<file path="src/esp_proto_pkg.sv">
`default_nettype none

package esp_proto_pkg;

  // command byte codes sent by the ESP
  typedef enum logic [7:0] {
    get_cookie          = 8'd0,
    set_breakpoint      = 8'd6,
    clear_breakpoint    = 8'd7,
    enable_breakpoints  = 8'd11,
    disable_breakpoints = 8'd12,
    xray_resume         = 8'd13,
    get_version         = 8'd15,
    abus_read           = 8'd18,
    set_led             = 8'd26
  } cmd_t;

  localparam logic [7:0] COOKIE        = 8'haf;  // link sanity byte
  localparam logic [2:0] VERSION_MAJOR = 3'd0;
  localparam logic [4:0] VERSION_MINOR = 5'd3;
  localparam int         PARAM_MAX     = 3;      // widest command is set_breakpoint

  // number of parameter bytes after the command byte
  function automatic logic [1:0] param_count(cmd_t cmd);
    case (cmd)
      set_breakpoint:   return 2'(PARAM_MAX);  // slot, addr lo, addr hi
      clear_breakpoint: return 2'd1;           // slot
      set_led:          return 2'd1;           // rgb bits
      default:          return 2'd0;
    endcase
  endfunction

  // commands that hand a byte back on the next transfer
  function automatic logic has_reply(cmd_t cmd);
    return (cmd == get_cookie) || (cmd == get_version) || (cmd == abus_read);
  endfunction

endpackage

`default_nettype wire

</file>
<file path="src/trs_bus_pkg.sv">
`default_nettype none

package trs_bus_pkg;

  localparam int ADDR_W   = 16;  // z80 address bus
  localparam int BP_COUNT = 8;   // breakpoint slots

  typedef logic [ADDR_W-1:0] trs_addr_t;

  typedef logic [$clog2(BP_COUNT)-1:0] bp_idx_t;

  // debug stub sequencing
  // run    normal execution, breakpoints armed
  // stop   stub owns the cpu
  // resume waiting for the cpu to come back to the base address
  typedef enum logic [1:0] {
    xray_run    = 2'b00,
    xray_stop   = 2'b01,
    xray_resume = 2'b11
  } xray_state_t;

endpackage

`default_nettype wire

</file>
<file path="src/esp_cmd_parser.sv">
`timescale 1ns/10ps
`default_nettype none

module esp_cmd_parser (
  input  logic                   clk,
  input  logic                   cass_out_sel_n,
  input  logic [7:0]             rx_byte,
  input  logic                   rx_valid,
  input  trs_bus_pkg::trs_addr_t trs_addr,
  output logic [7:0]             tx_byte,
  output logic                   tx_load,
  output logic                   action_valid,
  output esp_proto_pkg::cmd_t    action_cmd,
  output logic [7:0]             action_p0,
  output logic [7:0]             action_p1,
  output logic [7:0]             action_p2,
  output logic                   led_red,
  output logic                   led_green,
  output logic                   led_blue,
  output logic                   spi_error
);

  typedef enum logic {
    idle,
    read_params
  } parse_state_t;

  parse_state_t        state;
  esp_proto_pkg::cmd_t cmd_in;    // incoming byte taken as a command
  esp_proto_pkg::cmd_t cmd_reg;   // command still collecting parameters
  logic                cmd_known;
  logic [1:0]          params_left;
  logic [1:0]          p_idx;      // next parameter slot
  logic [7:0]          param_buf [esp_proto_pkg::PARAM_MAX];
  logic [7:0]          p_next [esp_proto_pkg::PARAM_MAX];
  logic [7:0]          reply_byte;
  logic                fire_now;   // zero-parameter command done
  logic                fire_last;  // last parameter byte in

  assign cmd_in = esp_proto_pkg::cmd_t'(rx_byte);

  always_comb begin
    case (cmd_in)
      esp_proto_pkg::get_cookie,
      esp_proto_pkg::set_breakpoint,
      esp_proto_pkg::clear_breakpoint,
      esp_proto_pkg::enable_breakpoints,
      esp_proto_pkg::disable_breakpoints,
      esp_proto_pkg::xray_resume,
      esp_proto_pkg::get_version,
      esp_proto_pkg::abus_read,
      esp_proto_pkg::set_led: cmd_known = 1'b1;
      default:                cmd_known = 1'b0;
    endcase
  end

  always_comb begin
    case (cmd_in)
      esp_proto_pkg::get_cookie:  reply_byte = esp_proto_pkg::COOKIE;
      esp_proto_pkg::get_version: reply_byte = {esp_proto_pkg::VERSION_MAJOR,
                                                esp_proto_pkg::VERSION_MINOR};
      default:                    reply_byte = trs_addr[7:0];  // abus_read
    endcase
  end

  // buffered params with the arriving byte dropped into its slot
  always_comb begin
    for (int i = 0; i < esp_proto_pkg::PARAM_MAX; i++) begin
      p_next[i] = param_buf[i];
    end
    p_next[p_idx] = rx_byte;
  end

  assign fire_now  = rx_valid && (state == idle) && cmd_known &&
                     (esp_proto_pkg::param_count(cmd_in) == 2'd0);
  assign fire_last = rx_valid && (state == read_params) && (params_left == 2'd1);

  always_ff @(posedge clk or negedge cass_out_sel_n) begin
    if (!cass_out_sel_n) begin
      state        <= idle;
      params_left  <= '0;
      p_idx        <= '0;
      action_valid <= 1'b0;
      tx_load      <= 1'b0;
      spi_error    <= 1'b0;
    end else begin
      action_valid <= fire_now || fire_last;
      tx_load      <= fire_now && esp_proto_pkg::has_reply(cmd_in);
      if (rx_valid) begin
        case (state)
          idle: begin
            if (!cmd_known) begin
              spi_error <= 1'b1;  // sticky until reset
            end else if (!fire_now) begin
              state       <= read_params;
              params_left <= esp_proto_pkg::param_count(cmd_in);
              p_idx       <= '0;
            end
          end
          read_params: begin
            p_idx       <= p_idx + 2'd1;
            params_left <= params_left - 2'd1;
            if (fire_last) begin
              state <= idle;
            end
          end
          default: state <= idle;
        endcase
      end
    end
  end

  always_ff @(posedge clk) begin
    if (rx_valid && (state == idle)) begin
      cmd_reg <= cmd_in;
    end
    if (rx_valid && (state == read_params)) begin
      param_buf[p_idx] <= rx_byte;
    end
    if (fire_now) begin
      action_cmd <= cmd_in;      // params keep their last values
      tx_byte    <= reply_byte;  // only shifted out when tx_load fires
    end else if (fire_last) begin
      action_cmd <= cmd_reg;
      action_p0  <= p_next[0];
      action_p1  <= p_next[1];
      action_p2  <= p_next[2];
    end
  end

  always_ff @(posedge clk or negedge cass_out_sel_n) begin
    if (!cass_out_sel_n) begin
      led_red   <= 1'b0;
      led_green <= 1'b0;
      led_blue  <= 1'b0;
    end else if (action_valid && (action_cmd == esp_proto_pkg::set_led)) begin
      led_red   <= action_p0[0];
      led_green <= action_p0[1];
      led_blue  <= action_p0[2];
    end
  end

  // one action per received byte at most
  a_action_single: assert property (@(posedge clk) disable iff (!cass_out_sel_n)
    action_valid |=> !action_valid);

endmodule

`default_nettype wire

</file>
<file path="config.mk">
export PLATFORM = sky130hd
export DESIGN_NAME = esp_cmd_parser
export DESIGN_NICKNAME = d
export VERILOG_FILES = /design/src/esp_proto_pkg.sv /design/src/trs_bus_pkg.sv /design/src/esp_cmd_parser.sv
export SDC_FILE = /design/constraint.sdc
export NUM_CORES = 1
export LEC_CHECK = 0
export ABC_AREA = 1
export BUFFER_PORTS_ARGS = -buffer_cell sky130_fd_sc_hd__buf_4
export CORE_ASPECT_RATIO = 1.2
export CORE_MARGIN = 2
export CORE_UTILIZATION = 25
export CTS_CLUSTER_DIAMETER = 100
export DETAILED_ROUTE_END_ITERATION = 7
export GPL_TIMING_DRIVEN = 0
export SLEW_MARGIN = 20
export SYNTH_ARGS = -nofsm -noshare
export SYNTH_HDL_FRONTEND = slang
export SYNTH_SLANG_ARGS = --single-unit
</file>
<file path="constraint.sdc">
create_clock -name clk -period 3.37 [get_ports clk]
set_clock_uncertainty 0.2 [all_clocks]
set_input_delay 0.1685 -clock clk [delete_from_list [all_inputs] [get_ports clk]]
set_output_delay 0.1685 -clock clk [all_outputs]
set_load 0.005 [all_outputs]
</file>
==> results.py <==
metrics = {
    "outcome": {
        "status": "complete, no violations",
    },
    "sta": {
        "fin_crit_ps": 2295,
        "finalWorstSetupSlack_ps": 1075,
        "hold_ws_ps": 279.8,
        "rsz0062_at_grt": "false",
        "finalHoldViolCount": 0,
        "finalSetupTns_ps": 0,
        "slew_viol_final": 0,
        "finalSetupViolCount": 0,
        "max_slew_margin": 0.3846,
        "timing.fmax_ghz": 0.4357,
        "worstMarginPinSlew_ps": 922.1,
        "timing.final.crit_share": 0.6810,
    },
    "final_layout": {
        "syn_to_final_growth_pct": 36.35,
        "finalCoreUtilization": 0.3458,
        "largest_reg_flops": 24,
        "regArea_um2": 2437,
        "final_layout_size_suffix_gt1_frac": 0.3033,
        "nFillCells": 1299,
        "final_common_cell": "edfxtp_1",
        "nets": 392,
        "final_cell_mix": "72 x edfxtp_1, 65 x nand2_1, 64 x buf_4",
        "regMostFlops": "param_buf",
        "antenna_cells": 0,
        "multi_input_area_um2": 762.0,
    },
    "synthesis": {
        "syn_area_um2": 3328,
        "async_flop_share": 0.1325,
        "yosys_most_used_dff": "edfxtp_1",
        "syn_nets": 297,
        "synth-edff-count": 72,
        "ys_seq_elements": 83,
        "seq_area_frac_synth": 0.7323,
        "synthCells": 266,
        "yosys_warnings": 0,
        "postSynthAreaPerCell_um2": 12.51,
        "yosysUniqueCellTypes": 24,
    },
    "critical_path": {
        "end_kind": "flip-flop",
        "critPathArrivalTime_ps": 2060,
        "ff2ff_setup_slack_ps": 1080,
        "critPathKind": "reg -> reg",
        "worstPathRequired_ps": 3140,
        "path_max_fanout": 10,
        "startpoint": "p_idx[0]$_DFFE_PN0P_",
        "worst-r2r-cell-count": 5,
        "endpoint": "param_buf[2][2]$_DFFE_PP_",
        "reg2reg_from": "p_idx[0]$_DFFE_PN0P_",
        "timing.rr.end": "param_buf[2][2]$_DFFE_PP_",
        "startpoint_type": "flip-flop",
    },
    "clocking": {
        "clock_sinks": 83,
        "path_clk_slew_ps": 60,
        "cts_tree": "yes",
        "cts.hold.buffers_added": 20,
        "clockBufferDepth": 2,
        "cts_root_buf": "clkbuf_16",
        "ctsResizeCount": 0,
        "h-tree-depth": 3,
        "cts_setup_buffers": 0,
        "cts_made_buffers": 9,
        "clock_latency_ps": 340,
    },
    "power_and_ir_drop": {
        "leakage_nw": 1.858,
        "power_frac_comb": 0.092,
        "power_frac_clock": 0.430,
        "vdd_drop_max_mv": 0.2534,
        "p_per_area_nw_per_um2": 534.2,
        "pwr-share-seq": 0.478,
        "p_switching_mw": 0.5462,
        "p_sw_frac": 0.2253,
        "p_int_mw": 1.878,
    },
    "floorplanning": {
        "initial_core_util": 0.2536,
        "dieArea_um2": 14250,
        "die_x_um": 109.3,
        "die_y_um": 130.4,
        "core.rowCount": 46,
        "boundaryPins": 73,
        "core_area_um2": 13120,
    },
    "global_routing": {
        "antenna_found_initial": 0,
        "grt-ovfl-total": 0,
        "grt_pass1_wl_mm": 11.14,
        "grt_pass1_vias": 2221,
        "grt_max_degree": 25,
        "grt_usage": 0.1057,
    },
    "placed_design": {
        "preCtsSetupSlack_ps": 1066,
        "gp_congestion": 0.7397,
        "dp_hpwl_mm": 5.329,
        "portBuffers": 64,
    },
    "drt": {
        "wl_per_cell_um": 13.97,
        "ant_nets": 0,
        "vias": 2289,
        "dr.pass1.iters": 4,
        "vias_per_cell": 4.287,
        "dr.first_iter.drc_count": 144,
        "totalWireLength_mm": 7.462,
        "drc_errors": 0,
    },
    "worst_hold_path": {
        "hold_start": "led_blue$_DFFE_PN0P_",
        "hold_path_class": "reg -> reg",
    },
    "flow_run": {
        "drv_cap": 0,
    },
}
==> worst max-delay path, cell delays in order (launching register included) <==
cell      delay (ps)
dfrtp_1          400
inv_1            110
ha_1             160
inv_1            130
clkbuf_1         260
nor2_1           660
==> through the flow <==
step                total power, mW  cells  area (µm²)
global placement              1.379    498        4019
floorplan                     1.299    266        3328
finish                        2.424    534        4538
global route                  2.508    534        4538
CTS                           2.448    534        4538
detailed placement            1.386    498        4019
==> logic make-up after synthesis <==
logic type	Yosys count	share of synthesized area
simple gates	112	0.1549
compound gates	35	0.05902
buf+inv	32	0.03872
fa+ha+maj	4	0.01504
flops	83	0.7323
==> Yosys cell counts (3+ instances only) <==
cell | instances | area share
clkbuf_1 | 3 | 0.0034
dfrtp_1 | 11 | 0.083
edfxtp_1 | 72 | 0.65
ha_1 | 4 | 0.015
inv_1 | 18 | 0.020
inv_2 | 9 | 0.010
nand2_1 | 65 | 0.073
nand2_2 | 6 | 0.011
nand3_1 | 15 | 0.023
nand3_2 | 3 | 0.0090
nor2_1 | 14 | 0.016
o21ai_0 | 27 | 0.041
o21ai_2 | 5 | 0.013
==> worst min path at each step <==
stage | end | slack [ps] | cells past startpoint
6_report | led_blue$_DFFE_PN0P_ | 280 | 2
5_1_grt | spi_error$_DFFE_PN0P_ | 310 | 1
4_1_cts | led_blue$_DFFE_PN0P_ | 290 | 2
3_5_place_dp | led_blue$_DFFE_PN0P_ | -180 | 1
3_3_place_gp | led_green$_DFFE_PN0P_ | -180 | 1
2_1_floorplan | action_valid$_DFF_PN0_ | -330 | 0
==> power groups by stage <==
stage	logic (mW)	clock network (mW)	registers, mW
6_report	0.224	1.04	1.16
4_1_cts	0.225	1.06	1.16
3_3_place_gp	0.200	0	1.18
5_1_grt	0.253	1.10	1.16
3_5_place_dp	0.206	0	1.18
2_1_floorplan	0.121	0	1.18
==> final cells by class <==
| class | count | area share |
|---|---|---|
| multi-input cells | 151 | 0.1679 |
| repair buffers | 84 | 0.1500 |
| clock buffers | 10 | 0.05046 |
| plain buffers | 5 | 0.006066 |
| clock inverters | 6 | 0.01985 |
| flip-flops and latches | 83 | 0.5371 |
| inverters | 27 | 0.02233 |
| well taps | 168 | 0.04632 |
==> per-layer routing <==
metal,vias to the layer above,share of wire,global-route usage
met5,-,0,0
met4,0,0.025,0.05957
met3,13,0.051,0.02331
met2,65,0.55,0.1921
met1,1108,0.37,0.1119
li1,1103,-,-
No activity file was read; power rests on OpenSTA's default activity.
