`config.mk`:
```
export PLATFORM = sky130hd
export DESIGN_NAME = bp_slot
export DESIGN_NICKNAME = d
export VERILOG_FILES = /design/src/esp_proto_pkg.sv /design/src/trs_bus_pkg.sv /design/src/bp_slot.sv
export SDC_FILE = /design/constraint.sdc
export NUM_CORES = 1
export LEC_CHECK = 0
export BUFFER_PORTS_ARGS = -buffer_cell sky130_fd_sc_hd__clkbuf_2
export CAP_MARGIN = 20
export CELL_PAD_IN_SITES_DETAIL_PLACEMENT = 2
export CELL_PAD_IN_SITES_GLOBAL_PLACEMENT = 2
export CORE_UTILIZATION = 21
export DETAILED_ROUTE_END_ITERATION = 16
export PLACE_DENSITY_LB_ADDON = 0.05
export RECOVER_POWER = 100
export SYNTH_ARGS = -nofsm -noshare
export SYNTH_HDL_FRONTEND = slang
export SYNTH_SLANG_ARGS = --single-unit
```
`constraint.sdc`:
```
create_clock -name clk -period 1.54 [get_ports clk]
set_input_delay 0.462 -clock clk [delete_from_list [all_inputs] [get_ports clk]]
set_output_delay 0.462 -clock clk [all_outputs]
set_load 0.1 [all_outputs]
```
`src/esp_proto_pkg.sv`:
```
`default_nettype none

package esp_proto_pkg;

  // command byte codes sent by the ESP
  typedef enum logic [7:0] {
    get_cookie          = 8'd0,
    set_breakpoint      = 8'd6,
    clear_breakpoint    = 8'd7,
    enable_breakpoints  = 8'd11,
    disable_breakpoints = 8'd12,
    xray_resume         = 8'd13,
    get_version         = 8'd15,
    abus_read           = 8'd18,
    set_led             = 8'd26
  } cmd_t;

  localparam logic [7:0] COOKIE        = 8'haf;  // link sanity byte
  localparam logic [2:0] VERSION_MAJOR = 3'd0;
  localparam logic [4:0] VERSION_MINOR = 5'd3;
  localparam int         PARAM_MAX     = 3;      // widest command is set_breakpoint

  // number of parameter bytes after the command byte
  function automatic logic [1:0] param_count(cmd_t cmd);
    case (cmd)
      set_breakpoint:   return 2'(PARAM_MAX);  // slot, addr lo, addr hi
      clear_breakpoint: return 2'd1;           // slot
      set_led:          return 2'd1;           // rgb bits
      default:          return 2'd0;
    endcase
  endfunction

  // commands that hand a byte back on the next transfer
  function automatic logic has_reply(cmd_t cmd);
    return (cmd == get_cookie) || (cmd == get_version) || (cmd == abus_read);
  endfunction

endpackage

`default_nettype wire

```
`src/trs_bus_pkg.sv`:
```
`default_nettype none

package trs_bus_pkg;

  localparam int ADDR_W   = 16;  // z80 address bus
  localparam int BP_COUNT = 8;   // breakpoint slots

  typedef logic [ADDR_W-1:0] trs_addr_t;

  typedef logic [$clog2(BP_COUNT)-1:0] bp_idx_t;

  // debug stub sequencing
  // run    normal execution, breakpoints armed
  // stop   stub owns the cpu
  // resume waiting for the cpu to come back to the base address
  typedef enum logic [1:0] {
    xray_run    = 2'b00,
    xray_stop   = 2'b01,
    xray_resume = 2'b11
  } xray_state_t;

endpackage

`default_nettype wire

```
`src/bp_slot.sv`:
```
`timescale 1ns/10ps
`default_nettype none

module bp_slot #(
  parameter int SLOT_INDEX = 0
) (
  input  logic                   clk,
  input  logic                   cass_out_sel_n,
  input  logic                   action_valid,
  input  esp_proto_pkg::cmd_t    action_cmd,
  input  logic [7:0]             action_p0,
  input  logic [7:0]             action_p1,
  input  logic [7:0]             action_p2,
  input  trs_bus_pkg::trs_addr_t trs_addr,
  output logic                   slot_match
);

  trs_bus_pkg::trs_addr_t bp_addr;  // watched address
  logic                   active;
  logic                   for_me;   // p0 names this slot

  assign for_me = action_valid && (action_p0 == 8'(SLOT_INDEX));

  always_ff @(posedge clk or negedge cass_out_sel_n) begin
    if (!cass_out_sel_n) begin
      active <= 1'b0;
    end else if (for_me && (action_cmd == esp_proto_pkg::set_breakpoint)) begin
      active <= 1'b1;
    end else if (for_me && (action_cmd == esp_proto_pkg::clear_breakpoint)) begin
      active <= 1'b0;
    end
  end

  always_ff @(posedge clk) begin
    if (for_me && (action_cmd == esp_proto_pkg::set_breakpoint)) begin
      bp_addr <= {action_p2, action_p1};  // hi byte, lo byte
    end
  end

  assign slot_match = active && (bp_addr == trs_addr);

endmodule

`default_nettype wire

```
==> out/metrics.cfg, run 1 <==
[outcome]
status=finished with violations
violations=negative setup slack

[routing]
wire_per_inst_um=11.2
ant_nets=0
num_vias=600
via_per_inst=4.00
drtIter0Drc=2
dr.pass1.iters=2
drc=0
routed_wl_um=1690

[grt]
gr-total-overflow=0
grt_max_degree=18
antenna_found_initial=0
grt_use_total_pct=9.81
grt_pass1_vias=647
grt_pass1_wl_um=2570

[floorplanning]
die_h_um=61.2
placementRows=21
die-area_um2=3740
pin_count=52
start_util_pct=22.0
core_area_um2=3340
fp.dieW_um=61.2

[worst_setup_path]
path_max_fanout=1
crit_path_start_kind=flop
crit_type=flop to primary output
cp.required_ns=1.08
path_delay_family=simple AND/OR/NAND/NOR gates
critPathArrivalTime_ns=1.73
critPathBufInv=1
max_stage_delay_ns=0.39
slowest_stage=edfxtp_1
crit_path_cell_trace=xor2_1, nor4_2, nand4_1, nor4_4, buf_12
end_kind=primary output

[layout]
fillerInstances=384
seqCellArea_um2=505
final_nets=156
multi_input_area_um2=258
n_antenna_cell=0
drive_gt1_share_pct=56.7
area_growth_pct=55.1

[clock_network]
h-tree-depth=1
cts.sinks=17
root_buffer=clkbuf_4
clockBufferDepth=2
cts_buffers=3
clk_latency_ns=0.28
clk_pin_slew_ns=0.10
cts_tree=yes

[placed_design]
portBuffers=51
gp_congestion=0.626
place_hpwl_um=1500

[timing]
relSlewSlack_pct=82.8
rsz0062_at_grt=yes
hold_slack_ns=0.350
fin_crit_sh_pct=142
setup_slack_ns=-0.652
hold_viol=0
layout_min_cycle_time_ns=2.19
worst_pin_slew_ns=0.256
fmaxAchievable_ghz=0.456
setup_tns_ns=-0.652
drv_slew=0
finClkSkew_ns=0
setup_viol=1

[yosys]
synth_area_um2=736
syn_inst=46
syn_area_per_cell_um2=16.0
synth_cell_type_count=12
synthesis.nets=97
yosysWarningCount=0
ys_seq_elements=17
yosysSeqAreaShare_pct=68.7

[pwr]
irDropWorstVdd_uv=227
p_per_area_nw_per_um2=729
p_leak_nw=0.478
total_power_uw=832

[job]
maxCapViolCount=0

[min_path]
worstHoldPathType=primary input to flop

path summary, 6_finish.rpt:
kind	from	depth (start not counted)	to	slack, ns
min reg2reg	active$_DFFE_PN0P_	1	active$_DFFE_PN0P_	0.50
max	bp_addr[13]$_DFFE_PP_	5	slot_match	-0.65
min in group asynchronous	cass_out_sel_n	2	active$_DFFE_PN0P_	0.48
max in group asynchronous	cass_out_sel_n	2	active$_DFFE_PN0P_	0.97
min	action_p2[6]	1	bp_addr[14]$_DFFE_PP_	0.35
max reg2reg	active$_DFFE_PN0P_	1	active$_DFFE_PN0P_	0.89
Yosys cell counts (all sizes together):
cell | instances | area [um^2]
nor4 | 4 | 31.3
nand2 | 1 | 3.75
nor2 | 1 | 3.75
xor2 | 4 | 35.0
nand4 | 4 | 25.0
nor4b | 1 | 8.76
nor4bb | 1 | 10.0
a21o | 1 | 7.51
edfxtp | 16 | 480
xnor2 | 12 | 105
dfrtp | 1 | 25.0
final cells by class:
class	instances	share of cell area, %
timing repair buffer	54	25.8
multi-input combinational	29	22.6
clock buffer	4	2.30
sequential	17	44.3
tap	46	5.04
stage by stage:
step | cell area, um^2 | instances | utilization [%] | worst slack (ns)
3_3_place_gp | 1130 | 145 | 33.7 | -0.616
4_1_cts | 1160 | 150 | 34.8 | -0.760
2_1_floorplan | 771 | 46 | - | -0.929
3_5_place_dp | 1130 | 145 | 33.7 | -0.625
6_report | 1140 | 150 | 34.2 | -0.652
5_1_grt | 1140 | 150 | 34.2 | -0.823
flip-flops by register name, summed over array words and instances (netlist names):
signal	cells
active	1
bp_addr	16
logic make-up (layout without fill, tap and decap cells):
| group | count (synthesis) | count (layout) | synth area share [%] |
|---|---|---|---|
| AOI/OAI and AO/OA | 1 | 1 | 1.02 |
| xor gates and xnor gates | 16 | 16 | 19.0 |
| buffers and inverters | 0 | 58 | 0 |
| DFF | 17 | 17 | 68.7 |
| and+or+nand+nor | 12 | 12 | 11.2 |
routing by layer:
layer  track usage [%]  vias to the layer above  wire [um]
met5                 0                        -          0
met4              3.90                        0          0
met3              3.57                        0        211
met2              18.6                       36        937
met1              9.54                      273        538
li1                  -                      291          -
report_power, final:
part           internal, mW  switching (mW)
combinational        0.0625          0.0324
sequential            0.504       0.0000115
clock                 0.100           0.132
total                 0.667           0.165
cells in the final DEF, fill, tap and decap left out:
cell type / netlist / final
a21o_1: 1 / 1
buf_12: 0 / 1
buf_4: 0 / 1
clkbuf_1: 0 / 2
clkbuf_2: 0 / 49
clkbuf_4: 0 / 4
dfrtp_1: 1 / 1
dlygate4sd3_1: 0 / 1
edfxtp_1: 16 / 16
nand2_1: 1 / 1
nand4_1: 4 / 4
nor2_1: 1 / 1
nor4_1: 3 / 1
nor4_2: 1 / 2
nor4_4: 0 / 1
nor4b_2: 0 / 1
nor4bb_1: 1 / 1
xnor2_1: 12 / 12
xor2_1: 4 / 4
timing repair:
action | in CTS | in global routing
gates resized for setup | 0 | 1
setup endpoints to repair | 1 | 1
setup buffers | 0 | 0
hold buffers | 1 | 0
endpoints found under the hold margin | 1 | 0
No activity file was read; power rests on OpenSTA's default activity.
==> inputs of run 2 (changes only) <==
- CORE_MARGIN: default -> 2
- CORE_UTILIZATION: 21 -> 22
- CTS_BUF_LIST: default -> sky130_fd_sc_hd__clkbuf_4
==> run 2 against run 1 <==
  * Register-to-register slack is essentially flat
  * Global-route usage rose by 1.1 points
  * Die area up 2.1%
  * Final cell count fell by 1.3%
  * Clock power rose by 7%
  * Combinational power grew 2.4%
  * Critical path type unchanged
  * The flow still finishes with violations (negative setup slack)
  * Utilization rose by 2.5 points
  * Total power is 2.2% higher
  * Sequential cell count stayed put
  * Maximum frequency down 0.33%
==> out/metrics.cfg, run 2 (synthesized netlist as in run 1, its figures left out) <==
[outcome]
status=finished with violations
violations=negative setup slack

[clock_network]
cts_buffers=3
h-tree-depth=1
postCtsSetupBuffers=0
root_buffer=clkbuf_4
cts_tree=yes
cts.sinks=17
clk_latency_ns=0.28
clk_pin_slew_ns=0.09
clockBufferDepth=2

[placed_design]
gp_congestion=0.573
portBuffers=51
place_hpwl_um=1640
placed_cells=143
pre_cts_slack_ns=-0.649

[timing]
setup_slack_ns=-0.659
fmaxAchievable_ghz=0.455
fin_crit_sh_pct=143
finClkSkew_ns=0
rsz0062_at_grt=yes
layout_min_cycle_time_ns=2.20
relSlewSlack_pct=82.6
setup_viol=1
hold_viol=0
worst_pin_slew_ns=0.258
drv_slew=0

[layout]
final_common_cell=clkbuf_2
reg.largest.list=bp_addr (16), active (1)
final_util_pct=36.7
drive_gt1_share_pct=57.7
layout_common_cells=clkbuf_2 (48), edfxtp_1 (16), xnor2_1 (12)
fillerInstances=352
multi_input_area_um2=264
n_antenna_cell=0
seqCellArea_um2=505
area_growth_pct=56.0
fin_cells=148
regMostFlops=bp_addr
largest_reg_flops=16
final_nets=156

[routing]
wire_per_inst_um=12.3
ant_nets=0
num_vias=600
via_per_inst=4.05
routed_wl_um=1830
drc=0
drtIter0Drc=8
dr.pass1.iters=3

[grt]
gr-total-overflow=0
grt_max_degree=18
antenna_found_initial=0
grt_pass1_vias=693
grt_pass1_wl_um=2860
grt_use_total_pct=10.9

[floorplanning]
die-area_um2=3820
die_h_um=61.8
placementRows=20
pin_count=52
core_area_um2=3130
fp.dieW_um=61.8
start_util_pct=23.5

[pwr]
total_power_uw=851
p_leak_nw=0.479
irDropWorstVdd_uv=347
p_per_area_nw_per_um2=742

[worst_setup_path]
cp.required_ns=1.08
end_kind=primary output
crit_path_start_kind=flop
r2r-end=active$_DFFE_PN0P_
crit_type=flop to primary output
reg2reg_depth=1
worstReg2RegStart=active$_DFFE_PN0P_
crit_end=slot_match
crit_start=bp_addr[13]$_DFFE_PP_
path_max_fanout=1
rrSetupSlack_ns=0.90
critPathArrivalTime_ns=1.74

[min_path]
worstHoldPathType=primary input to flop

[job]
maxCapViolCount=0

[run 2: worst min path at each step]
stage	end	cells after the start	startpoint
global route	bp_addr[9]$_DFFE_PP_	1	action_p2[1]
detailed placement	active$_DFFE_PN0P_	1	cass_out_sel_n
finish	bp_addr[15]$_DFFE_PP_	1	action_p2[7]
floorplan	active$_DFFE_PN0P_	0	cass_out_sel_n
global placement	active$_DFFE_PN0P_	1	cass_out_sel_n
CTS	bp_addr[15]$_DFFE_PP_	1	action_p2[7]
[run 2: metal layers]
| metal | GRT usage [%] | wire length, um |
|---|---|---|
| met1 | 9.70 | 576 |
| met2 | 22.6 | 1130 |
| met3 | 3.73 | 119 |
| met4 | 2.74 | 0 |
| met5 | 0 | 0 |
[run 2: critical path: stages (launching register included)]
cell	delay, ns
edfxtp_1	0.39
xor2_1	0.16
nor4_2	0.29
nand4_1	0.18
nor4_4	0.21
buf_12	0.21
[run 2: area by class of cell]
type                    count  area share [%]
well taps                  44            4.80
repair buffers             54            25.5
multi-input cells          29            23.0
flip-flops and latches     17            44.1
clock buffers               4            2.62
[run 2: through the flow]
| stage | cell area, um^2 | hold WS [ns] | setup TNS (ns) |
|---|---|---|---|
| after floorplan | 771 | 0.166 | -1.80 |
| after CTS | 1170 | 0.332 | -0.727 |
| after global routing | 1150 | 0.324 | -1.07 |
| final | 1150 | 0.350 | -0.659 |
| after detailed placement | 1120 | 0.244 | -3.18 |
| after global placement | 1120 | 0.245 | -2.85 |
[run 2: report_power, final]
group	switching [mW]	internal (mW)	total, mW
registers	0.0000106	0.504	0.504
clock network	0.131	0.118	0.249
logic	0.0347	0.0625	0.0972
total	0.166	0.685	0.851
[run 2: repair_timing]
item	in CTS	in global routing
endpoints found under the setup margin	1	1
hold buffers	1	0
endpoints found under the hold margin	1	0
resized for setup	1	0
pin swaps	0	1
