==> src/esp_proto_pkg.sv <==
`default_nettype none

package esp_proto_pkg;

  // command byte codes sent by the ESP
  typedef enum logic [7:0] {
    get_cookie          = 8'd0,
    set_breakpoint      = 8'd6,
    clear_breakpoint    = 8'd7,
    enable_breakpoints  = 8'd11,
    disable_breakpoints = 8'd12,
    xray_resume         = 8'd13,
    get_version         = 8'd15,
    abus_read           = 8'd18,
    set_led             = 8'd26
  } cmd_t;

  localparam logic [7:0] COOKIE        = 8'haf;  // link sanity byte
  localparam logic [2:0] VERSION_MAJOR = 3'd0;
  localparam logic [4:0] VERSION_MINOR = 5'd3;
  localparam int         PARAM_MAX     = 3;      // widest command is set_breakpoint

  // number of parameter bytes after the command byte
  function automatic logic [1:0] param_count(cmd_t cmd);
    case (cmd)
      set_breakpoint:   return 2'(PARAM_MAX);  // slot, addr lo, addr hi
      clear_breakpoint: return 2'd1;           // slot
      set_led:          return 2'd1;           // rgb bits
      default:          return 2'd0;
    endcase
  endfunction

  // commands that hand a byte back on the next transfer
  function automatic logic has_reply(cmd_t cmd);
    return (cmd == get_cookie) || (cmd == get_version) || (cmd == abus_read);
  endfunction

endpackage

`default_nettype wire

==> src/trs_bus_pkg.sv <==
`default_nettype none

package trs_bus_pkg;

  localparam int ADDR_W   = 16;  // z80 address bus
  localparam int BP_COUNT = 8;   // breakpoint slots

  typedef logic [ADDR_W-1:0] trs_addr_t;

  typedef logic [$clog2(BP_COUNT)-1:0] bp_idx_t;

  // debug stub sequencing
  // run    normal execution, breakpoints armed
  // stop   stub owns the cpu
  // resume waiting for the cpu to come back to the base address
  typedef enum logic [1:0] {
    xray_run    = 2'b00,
    xray_stop   = 2'b01,
    xray_resume = 2'b11
  } xray_state_t;

endpackage

`default_nettype wire

==> src/xray_break_ctrl.sv <==
`timescale 1ns/10ps
`default_nettype none

module xray_break_ctrl #(
  parameter int N_SLOTS = 8
) (
  input  logic                   clk,
  input  logic                   cass_out_sel_n,
  input  logic [N_SLOTS-1:0]     slot_match,
  input  logic                   rd_fall,
  input  trs_bus_pkg::trs_addr_t trs_addr,
  input  logic                   action_valid,
  input  esp_proto_pkg::cmd_t    action_cmd,
  output logic                   xray_stopped,
  output trs_bus_pkg::bp_idx_t   bp_index
);

  trs_bus_pkg::xray_state_t state;
  trs_bus_pkg::trs_addr_t   base_addr;  // where the break hit
  trs_bus_pkg::bp_idx_t     hit_idx;
  logic                     bp_enabled;
  logic                     hit;

  // lowest matching slot wins
  always_comb begin
    hit_idx = '0;
    for (int i = N_SLOTS - 1; i >= 0; i--) begin
      if (slot_match[i]) begin
        hit_idx = trs_bus_pkg::bp_idx_t'(i);
      end
    end
  end

  assign hit = rd_fall && bp_enabled && (|slot_match);

  always_ff @(posedge clk or negedge cass_out_sel_n) begin
    if (!cass_out_sel_n) begin
      bp_enabled <= 1'b0;
      state      <= trs_bus_pkg::xray_run;
      bp_index   <= '0;
    end else begin
      if (action_valid && (action_cmd == esp_proto_pkg::enable_breakpoints)) begin
        bp_enabled <= 1'b1;
      end else if (action_valid && (action_cmd == esp_proto_pkg::disable_breakpoints)) begin
        bp_enabled <= 1'b0;
      end
      case (state)
        trs_bus_pkg::xray_run: begin
          if (hit) begin
            state    <= trs_bus_pkg::xray_stop;
            bp_index <= hit_idx;
          end
        end
        trs_bus_pkg::xray_stop: begin
          if (action_valid && (action_cmd == esp_proto_pkg::xray_resume)) begin
            state <= trs_bus_pkg::xray_resume;  // stub is leaving
          end
        end
        trs_bus_pkg::xray_resume: begin
          if (rd_fall && (trs_addr == base_addr)) begin
            state <= trs_bus_pkg::xray_run;  // back at the break address
          end
        end
        default: state <= trs_bus_pkg::xray_run;
      endcase
    end
  end

  always_ff @(posedge clk) begin
    if ((state == trs_bus_pkg::xray_run) && hit) begin
      base_addr <= trs_addr;
    end
  end

  assign xray_stopped = (state != trs_bus_pkg::xray_run);

  // esp reads the index during the whole stop
  a_idx_hold: assert property (@(posedge clk) disable iff (!cass_out_sel_n)
    (xray_stopped && $past(xray_stopped)) |-> $stable(bp_index));

endmodule

`default_nettype wire

==> config.mk <==
export PLATFORM = sky130hd
export DESIGN_NAME = xray_break_ctrl
export DESIGN_NICKNAME = d
export VERILOG_FILES = /design/src/esp_proto_pkg.sv /design/src/trs_bus_pkg.sv /design/src/xray_break_ctrl.sv
export SDC_FILE = /design/constraint.sdc
export NUM_CORES = 1
export LEC_CHECK = 0
export ABC_AREA = 1
export BUFFER_PORTS_ARGS = -buffer_cell sky130_fd_sc_hd__buf_2
export CAP_MARGIN = 30
export CORE_MARGIN = 5
export CORE_UTILIZATION = 49
export CTS_BUF_LIST = sky130_fd_sc_hd__clkbuf_4 sky130_fd_sc_hd__clkbuf_8 sky130_fd_sc_hd__clkbuf_16
export CTS_CLUSTER_DIAMETER = 100
export DETAILED_ROUTE_END_ITERATION = 10
export GPL_TIMING_DRIVEN = 0
export PLACE_DENSITY = 0.81
export SYNTH_ARGS = -nofsm -noshare
export SYNTH_HDL_FRONTEND = slang
export SYNTH_SLANG_ARGS = --single-unit
==> constraint.sdc <==
create_clock -name clk -period 1.8 [get_ports clk]
set_clock_uncertainty 0.05 [all_clocks]
set_input_delay 0.09 -clock clk [delete_from_list [all_inputs] [get_ports clk]]
set_output_delay 0.09 -clock clk [all_outputs]
set_load 0.005 [all_outputs]
==> key figures, run 1 <==
Critical path
  • Kind of critical path: in -> reg
  • R2R depth: 3
  • Top cell by count, worst path: dlygate4sd3_1
  • Reg2reg end: base_addr[15]
  • Worst stage delay on the critical path: around 570 ps
  • Crit path launch type: input pin
  • CP Capture Type: flop
  • CP cell instances: dlygate4sd3_1 > buf_2 > o41ai_1 > o21ai_0 > dlygate4sd3_1
  • Crit Path Max Fanout: 2
  • R2R Setup Slk: 270 ps
  • Slowest CP cell: dlygate4sd3_1
  • Crit path DAT: 1800 ps
  • Reg2Reg Launch Point: state[1]
  • CP Data Required Time: around 1900 ps

Detailed routing
  • Initial DRC Count: 40
  • Met3 Wirelength: 173 um
  • Pre-Repair DR Iteration Count: 4
  • DRC: 0
  • Metal-1 WL: 1.04 mm
  • Metal2 WL: 1.27 mm
  • Detailed Route WL: around 2.5 mm
  • Highest metal used: met3
  • Vias per inst: 4.51
  • Antenna viol nets, final: 0
  • DR WL/cell: 10.3 um
  • Via count: 1088

Timing
  • Final Cycle Share: 0.922
  • Hold Vio Cnt, Final: 0
  • Worst-Margin Slew: 562 ps
  • Hold Slack: between 20 and 25 ps
  • Maximum clock rate: 0.603 GHz
  • Max-slew violation count: 0
  • Rel. slew slack: 0.624
  • Minimum clock period: 1660 ps
  • RSZ-0062 raised after global routing: false
  • Post-Route Setup TNS: 0 ps
  • Post-route setup slack: 141 ps
  • Final Setup Violations: 0

Global route
  • Global Route Usage Sum: 0.153
  • Initial antenna violation count: 0
  • Grt ovf: 0
  • Pin count of the biggest net entering global routing: 20
  • Vias in the first global route: 1100
  • Global-route wire length before repair: between 4 and 5 mm

Placed design
  • Post-detail-place hpwl: 1.93 mm
  • Post-placement worst setup slack: ~250 ps
  • Final Wtd Congestion: 0.745
  • PortBufs: 39

Run
  • Max_cap viols: 0

Logic synthesis
  • Largest cells by area after synthesis: edfxtp_1 39%, nand2_1 13%, dfrtp_1 12%, inv_1 11%, nor2_1 5.2%
  • Synth Area in Compound Gates: 0.0809
  • Post-synthesis sequential area ratio: 0.516
  • Synth top area share: 0.393
  • Main combinational cell family by area after synthesis: simple AND/OR/NAND/NOR gates
  • Post-synthesis adder-cell area fraction: 0
  • Simple-gate share of the synthesized area: 0.254
  • Post-synthesis instance area: 1220 um2
  • Mapped Cells: 149
  • #FFs+latches synth: 22
  • Post-synthesis mux area share: 0
  • Syn_nets: about 190
  • Synth area leader: edfxtp_1
  • Synth unique cells: 23
  • Warnings from Yosys: 0
  • Xor/xnor share of the synthesized area: 0.0287
  • Syn avg cell area: 8.20 um2

Floorplanning
  • Core area: about 2400 um2
  • Initial Util: 0.503
  • Floorplan row count: 18
  • Die X: 59.9 um
  • Die height: 59.9 um
  • I/O Pins: 40
  • Die area: around 3600 um2

Worst hold path
  • Hold Path Stages: 4
  • Endpoint, Worst Hold: bp_index[0]
  • Hold path start: slot_match[0]
  • Min-Delay Path Class: in -> reg

Power
  • Power Dens Cells: 703 nW/um2
  • P_leak: 0.864 nW
  • Worst VDD drop: 0.593 mV

Finish
  • Nets: between 200 and 250
  • Share of layout cells above drive strength 1: 0.251
  • Area Growth Syn to Fin: 36.7%
  • Diodes inserted: 0
  • Most frequent cells in the layout: 41 x nand2_1, 39 x buf_2, 36 x inv_1
  • Commonest non-fill, non-tap cell in the layout: nand2_1

Clock network
  • Postcts setup bufs: 0
  • CTS max path bufs: 2
  • CTS tree: yes
  • CTS Buf Count: 3
  • Clock H-tree levels: 1
  • Clock latency on the worst-skew pair: about 300 ps
  • Clock root buffer: clkbuf_4
  • Clk slew on worst S/H paths: 120 ps
  • Clock sink count: 22

Run status
  • Run status: finished, final reports clean
[through the flow]
| stage | total power, W | utilization | instance area (um2) | instances |
|---|---|---|---|---|
| global placement | 0.000919 | 0.598 | 1460 | 218 |
| global route | 0.00127 | 0.687 | 1670 | 241 |
| floorplan | 0.000825 | - | 1220 | 149 |
| finish | 0.00118 | 0.687 | 1670 | 241 |
| CTS | 0.00119 | 0.687 | 1670 | 241 |
| detailed placement | 0.000933 | 0.598 | 1460 | 218 |
[area by class of cell]
cell class,count,area [um2]
Clock buffer,3,22.5
Timing Repair Buffer,58,385
Fill cell,199,761
Tap cell,30,37.5
Multi-Input combinational cell,89,444
Sequential cell,22,631
Inverter,38,148
Clock inverter,1,3.75
[cell families after synthesis]
group / Yosys count
compound gates: 12
flops: 22
simple gates: 73
xor+xnor: 4
buf+inv: 38
[worst max-delay path, delay by kind of cell]
family          cells  cell delay (ps)
compound gates      2              500
buf+inv             3             1220
[where the power goes]
part           switching [W]  internal (W)  total, W  leakage [nW]
Combinational       0.000164      0.000159  0.000323         0.627
Sequential         0.0000354      0.000593  0.000629         0.221
Clock               0.000143     0.0000806  0.000224        0.0154
[sequential cells by signal, indices dropped and copies added, names as in the netlist]
register and cells:
base_addr 16, bp_enabled 1, state 2, bp_index 3
[Yosys cell counts]
cell type  instances
inv_1             36
a2bb2oi_1          1
o21ai_2            2
o21bai_4           1
o31ai_1            1
o211ai_2           1
xnor2_1            4
o21ai_0            3
nor2_1            17
o41ai_1            1
nand2_1           41
dfrtp_1            6
nand4_1            2
a21oi_1            1
nor2_4             1
o21ai_1            1
nand2_2            1
nand3_1            8
inv_2              1
edfxtp_1          16
clkinv_4           1
nor2_2             2
nand3_2            1
[what timing repair did]
action / 4_1_cts / 5_1_grt
hold buffers: 19 / 0
setup endpoints to repair: 0 / 0
resized for setup: 0 / 0
hold endpoints to repair: 23 / 0
[layer usage]
metal / up-vias / GRT usage
met3: 0 / 0.0281
met5: - / 0
met4: 0 / 0.0190
met2: 30 / 0.304
li1: 584 / -
met1: 474 / 0.170
[how the worst max path moves through the flow]
stage / from / to / slack (ps) / depth (start not counted)
detailed placement: state[1] / base_addr[0] / 250 / 3
CTS: action_cmd[0] / bp_enabled / 190 / 5
finish: action_cmd[0] / bp_enabled / 140 / 5
global route: action_cmd[0] / bp_enabled / 80 / 5
global placement: state[1] / base_addr[10] / 280 / 3
floorplan: state[1] / base_addr[0] / 420 / 3
Note: power is estimated with default switching activity, not from simulation.
==> run 2, diff against run 1 <==
PLACE_DENSITY = 0.78   (was 0.81)
==> run 2 against run 1 <==
Setup slack improved by 71 ps; non-clock buffer count fell by 1; cell area fell by 0.60%; global-route usage rose by 1.3 points; first-iteration DRC count rose by 10%; fmax rose by 4.5%; critical path depth fell by 2; die area did not move; count of clock-buffer cells in the layout did not move; wire length rose by 8.8%; critical endpoint is now base_addr[8].
==> key figures, run 2 (synthesized netlist as in run 1, its figures left out) <==
Floorplanning
  • Die X: 59.9 um
  • Die area: ~3600 um2
  • Core area: 2430 um2
  • Initial Util: 0.503
  • Floorplan row count: 18
  • Die height: between 50 and 60 um
  • I/O Pins: 40

Finish
  • Largest Register: base_addr
  • Commonest non-fill, non-tap cell in the layout: nand2_1
  • Largest regs: base_addr: 16 flops, bp_index: 3 flops, state: 2 flops
  • Nets: between 200 and 250
  • Area Growth Syn to Fin: 35.9%
  • Max reg flops: 16
  • Diodes inserted: 0
  • Most frequent cells in the layout: 41 x nand2_1, 39 x buf_2, 36 x inv_1
  • Area occupied by multi-input gates: roughly 440 um2
  • Share of layout cells above drive strength 1: 0.252
  • Reg area: approximately 630 um2
  • Fill cell count: ~190
  • Utilization after layout: 0.683

Global route
  • Pin count of the biggest net entering global routing: 20
  • Global-route wire length before repair: 4.54 mm
  • Grt ovf: 0
  • Global Route Usage Sum: 0.166
  • Initial antenna violation count: 0
  • Vias in the first global route: 1161

Timing
  • Max-slew violation count: 0
  • RSZ-0062 raised after global routing: false
  • Minimum clock period: between 1500 and 2000 ps
  • Final Cycle Share: 0.882
  • Post-Route Setup TNS: 0 ps
  • Final Setup Violations: 0
  • Hold Vio Cnt, Final: 0
  • Rel. slew slack: 0.602
  • Maximum clock rate: roughly 0.63 GHz
  • Worst-Margin Slew: 595 ps

Power
  • Clock Power Share: 0.193
  • Sw Share: 0.295
  • Internal Power: between 0.0008 and 0.0009 W
  • Worst VDD drop: 0.532 mV
  • Comb power frac: 0.274
  • P_leak: around 0.86 nW
  • Seq pwr share: 0.533
  • Power Dens Cells: between 700 and 800 nW/um2
  • Switching pwr: approximately 0.00035 W

Clock network
  • Clock root buffer: clkbuf_4
  • Clock sink count: 22
  • Clk slew on worst S/H paths: 130 ps
  • CTS Buf Count: 3
  • Clock H-tree levels: 1
  • Number of gates resized after cts: 0
  • CTS tree: yes
  • CTS max path bufs: 2
  • Clock latency on the worst-skew pair: 310 ps
  • Postcts setup bufs: 0

Detailed routing
  • Detailed Route WL: ~2.7 mm
  • Vias per inst: 4.60
  • DR WL/cell: roughly 11 um
  • Pre-Repair DR Iteration Count: 4
  • DRC: 0
  • Antenna viol nets, final: 0
  • Initial DRC Count: 44
  • Via count: 1104

Run status
  • Run status: finished, final reports clean

Critical path
  • CP cell instances: nor2_2 > inv_2 > nor2_4
  • Buf+Inv Stages, Crit Path: 1
  • CP Data Required Time: 1700 ps
  • Top delay family on crit path: simple AND/OR/NAND/NOR gates
  • CP Capture Type: flop
  • Kind of critical path: reg -> reg
  • Crit Path Max Fanout: 19
  • Crit path DAT: 1480 ps
  • Worst stage delay on the critical path: 490 ps
  • Crit path launch type: flop
  • Slowest CP cell: nor2_4

Worst hold path
  • Min-Delay Path Class: in -> reg

Placed design
  • PortBufs: 39
  • Post-detail-place hpwl: 2.04 mm
  • Final Wtd Congestion: 0.738

Run
  • Max_cap viols: 0
-- run 2: what timing repair did --
action / 4_1_cts / 5_1_grt
setup endpoints to repair: 0 / 0
hold buffers: 18 / 0
endpoints found under the hold margin: 23 / 0
-- run 2: final timing paths --
check / endpoint / slack, ps / cells after the start / from
max in group asynchronous: bp_index[1] / 1460 / 2 / cass_out_sel_n
min in group asynchronous: state[0] / 70 / 2 / cass_out_sel_n
max reg2reg: base_addr[8] / 210 / 3 / state[1]
min: bp_index[0] / 20 / 4 / slot_match[0]
max: base_addr[8] / 210 / 3 / state[1]
min reg2reg: bp_index[1] / 440 / 2 / bp_index[1]
-- run 2: cell type report --
class,count,area share
multi-input combinational,89,0.267
sequential,22,0.380
inverter,38,0.0889
timing repair buffer,57,0.226
tap,30,0.0226
clock buffer,3,0.0136
clock inverter,1,0.00226
-- run 2: power by group through the flow --
| stage | Sequential [W] | Combinational (W) | Clock (W) |
|---|---|---|---|
| final | 0.000628 | 0.000323 | 0.000228 |
| after global placement | 0.000638 | 0.000280 | 0 |
| after detailed placement | 0.000640 | 0.000294 | 0 |
| after global routing | 0.000635 | 0.000371 | 0.000266 |
| after CTS | 0.000628 | 0.000326 | 0.000237 |
| after floorplan | 0.000638 | 0.000187 | 0 |
-- run 2: worst register-to-register path, cell delays in order (launching register included) --
cell and delay (ps):
dfrtp_1 440, nor2_2 170, inv_2 70, nor2_4 490
-- run 2: layer usage --
metal | wire length, um | GRT usage | up-vias
met3 | 165 | 0.0238 | 0
met1 | 1130 | 0.189 | 487
li1 | - | - | 581
met5 | 0 | 0 | -
met2 | 1410 | 0.312 | 36
met4 | 0 | 0.0570 | 0
-- run 2: metrics by stage --
step	area [um2]	power, W	std cells	hold slack, ps	setup WS, ps
CTS	1660	0.00119	240	13.7	198
floorplan	1220	0.000825	149	-256	416
global route	1660	0.00127	240	10.8	102
detailed placement	1460	0.000934	218	-122	227
global placement	1460	0.000918	218	-129	269
finish	1660	0.00118	240	23.8	212
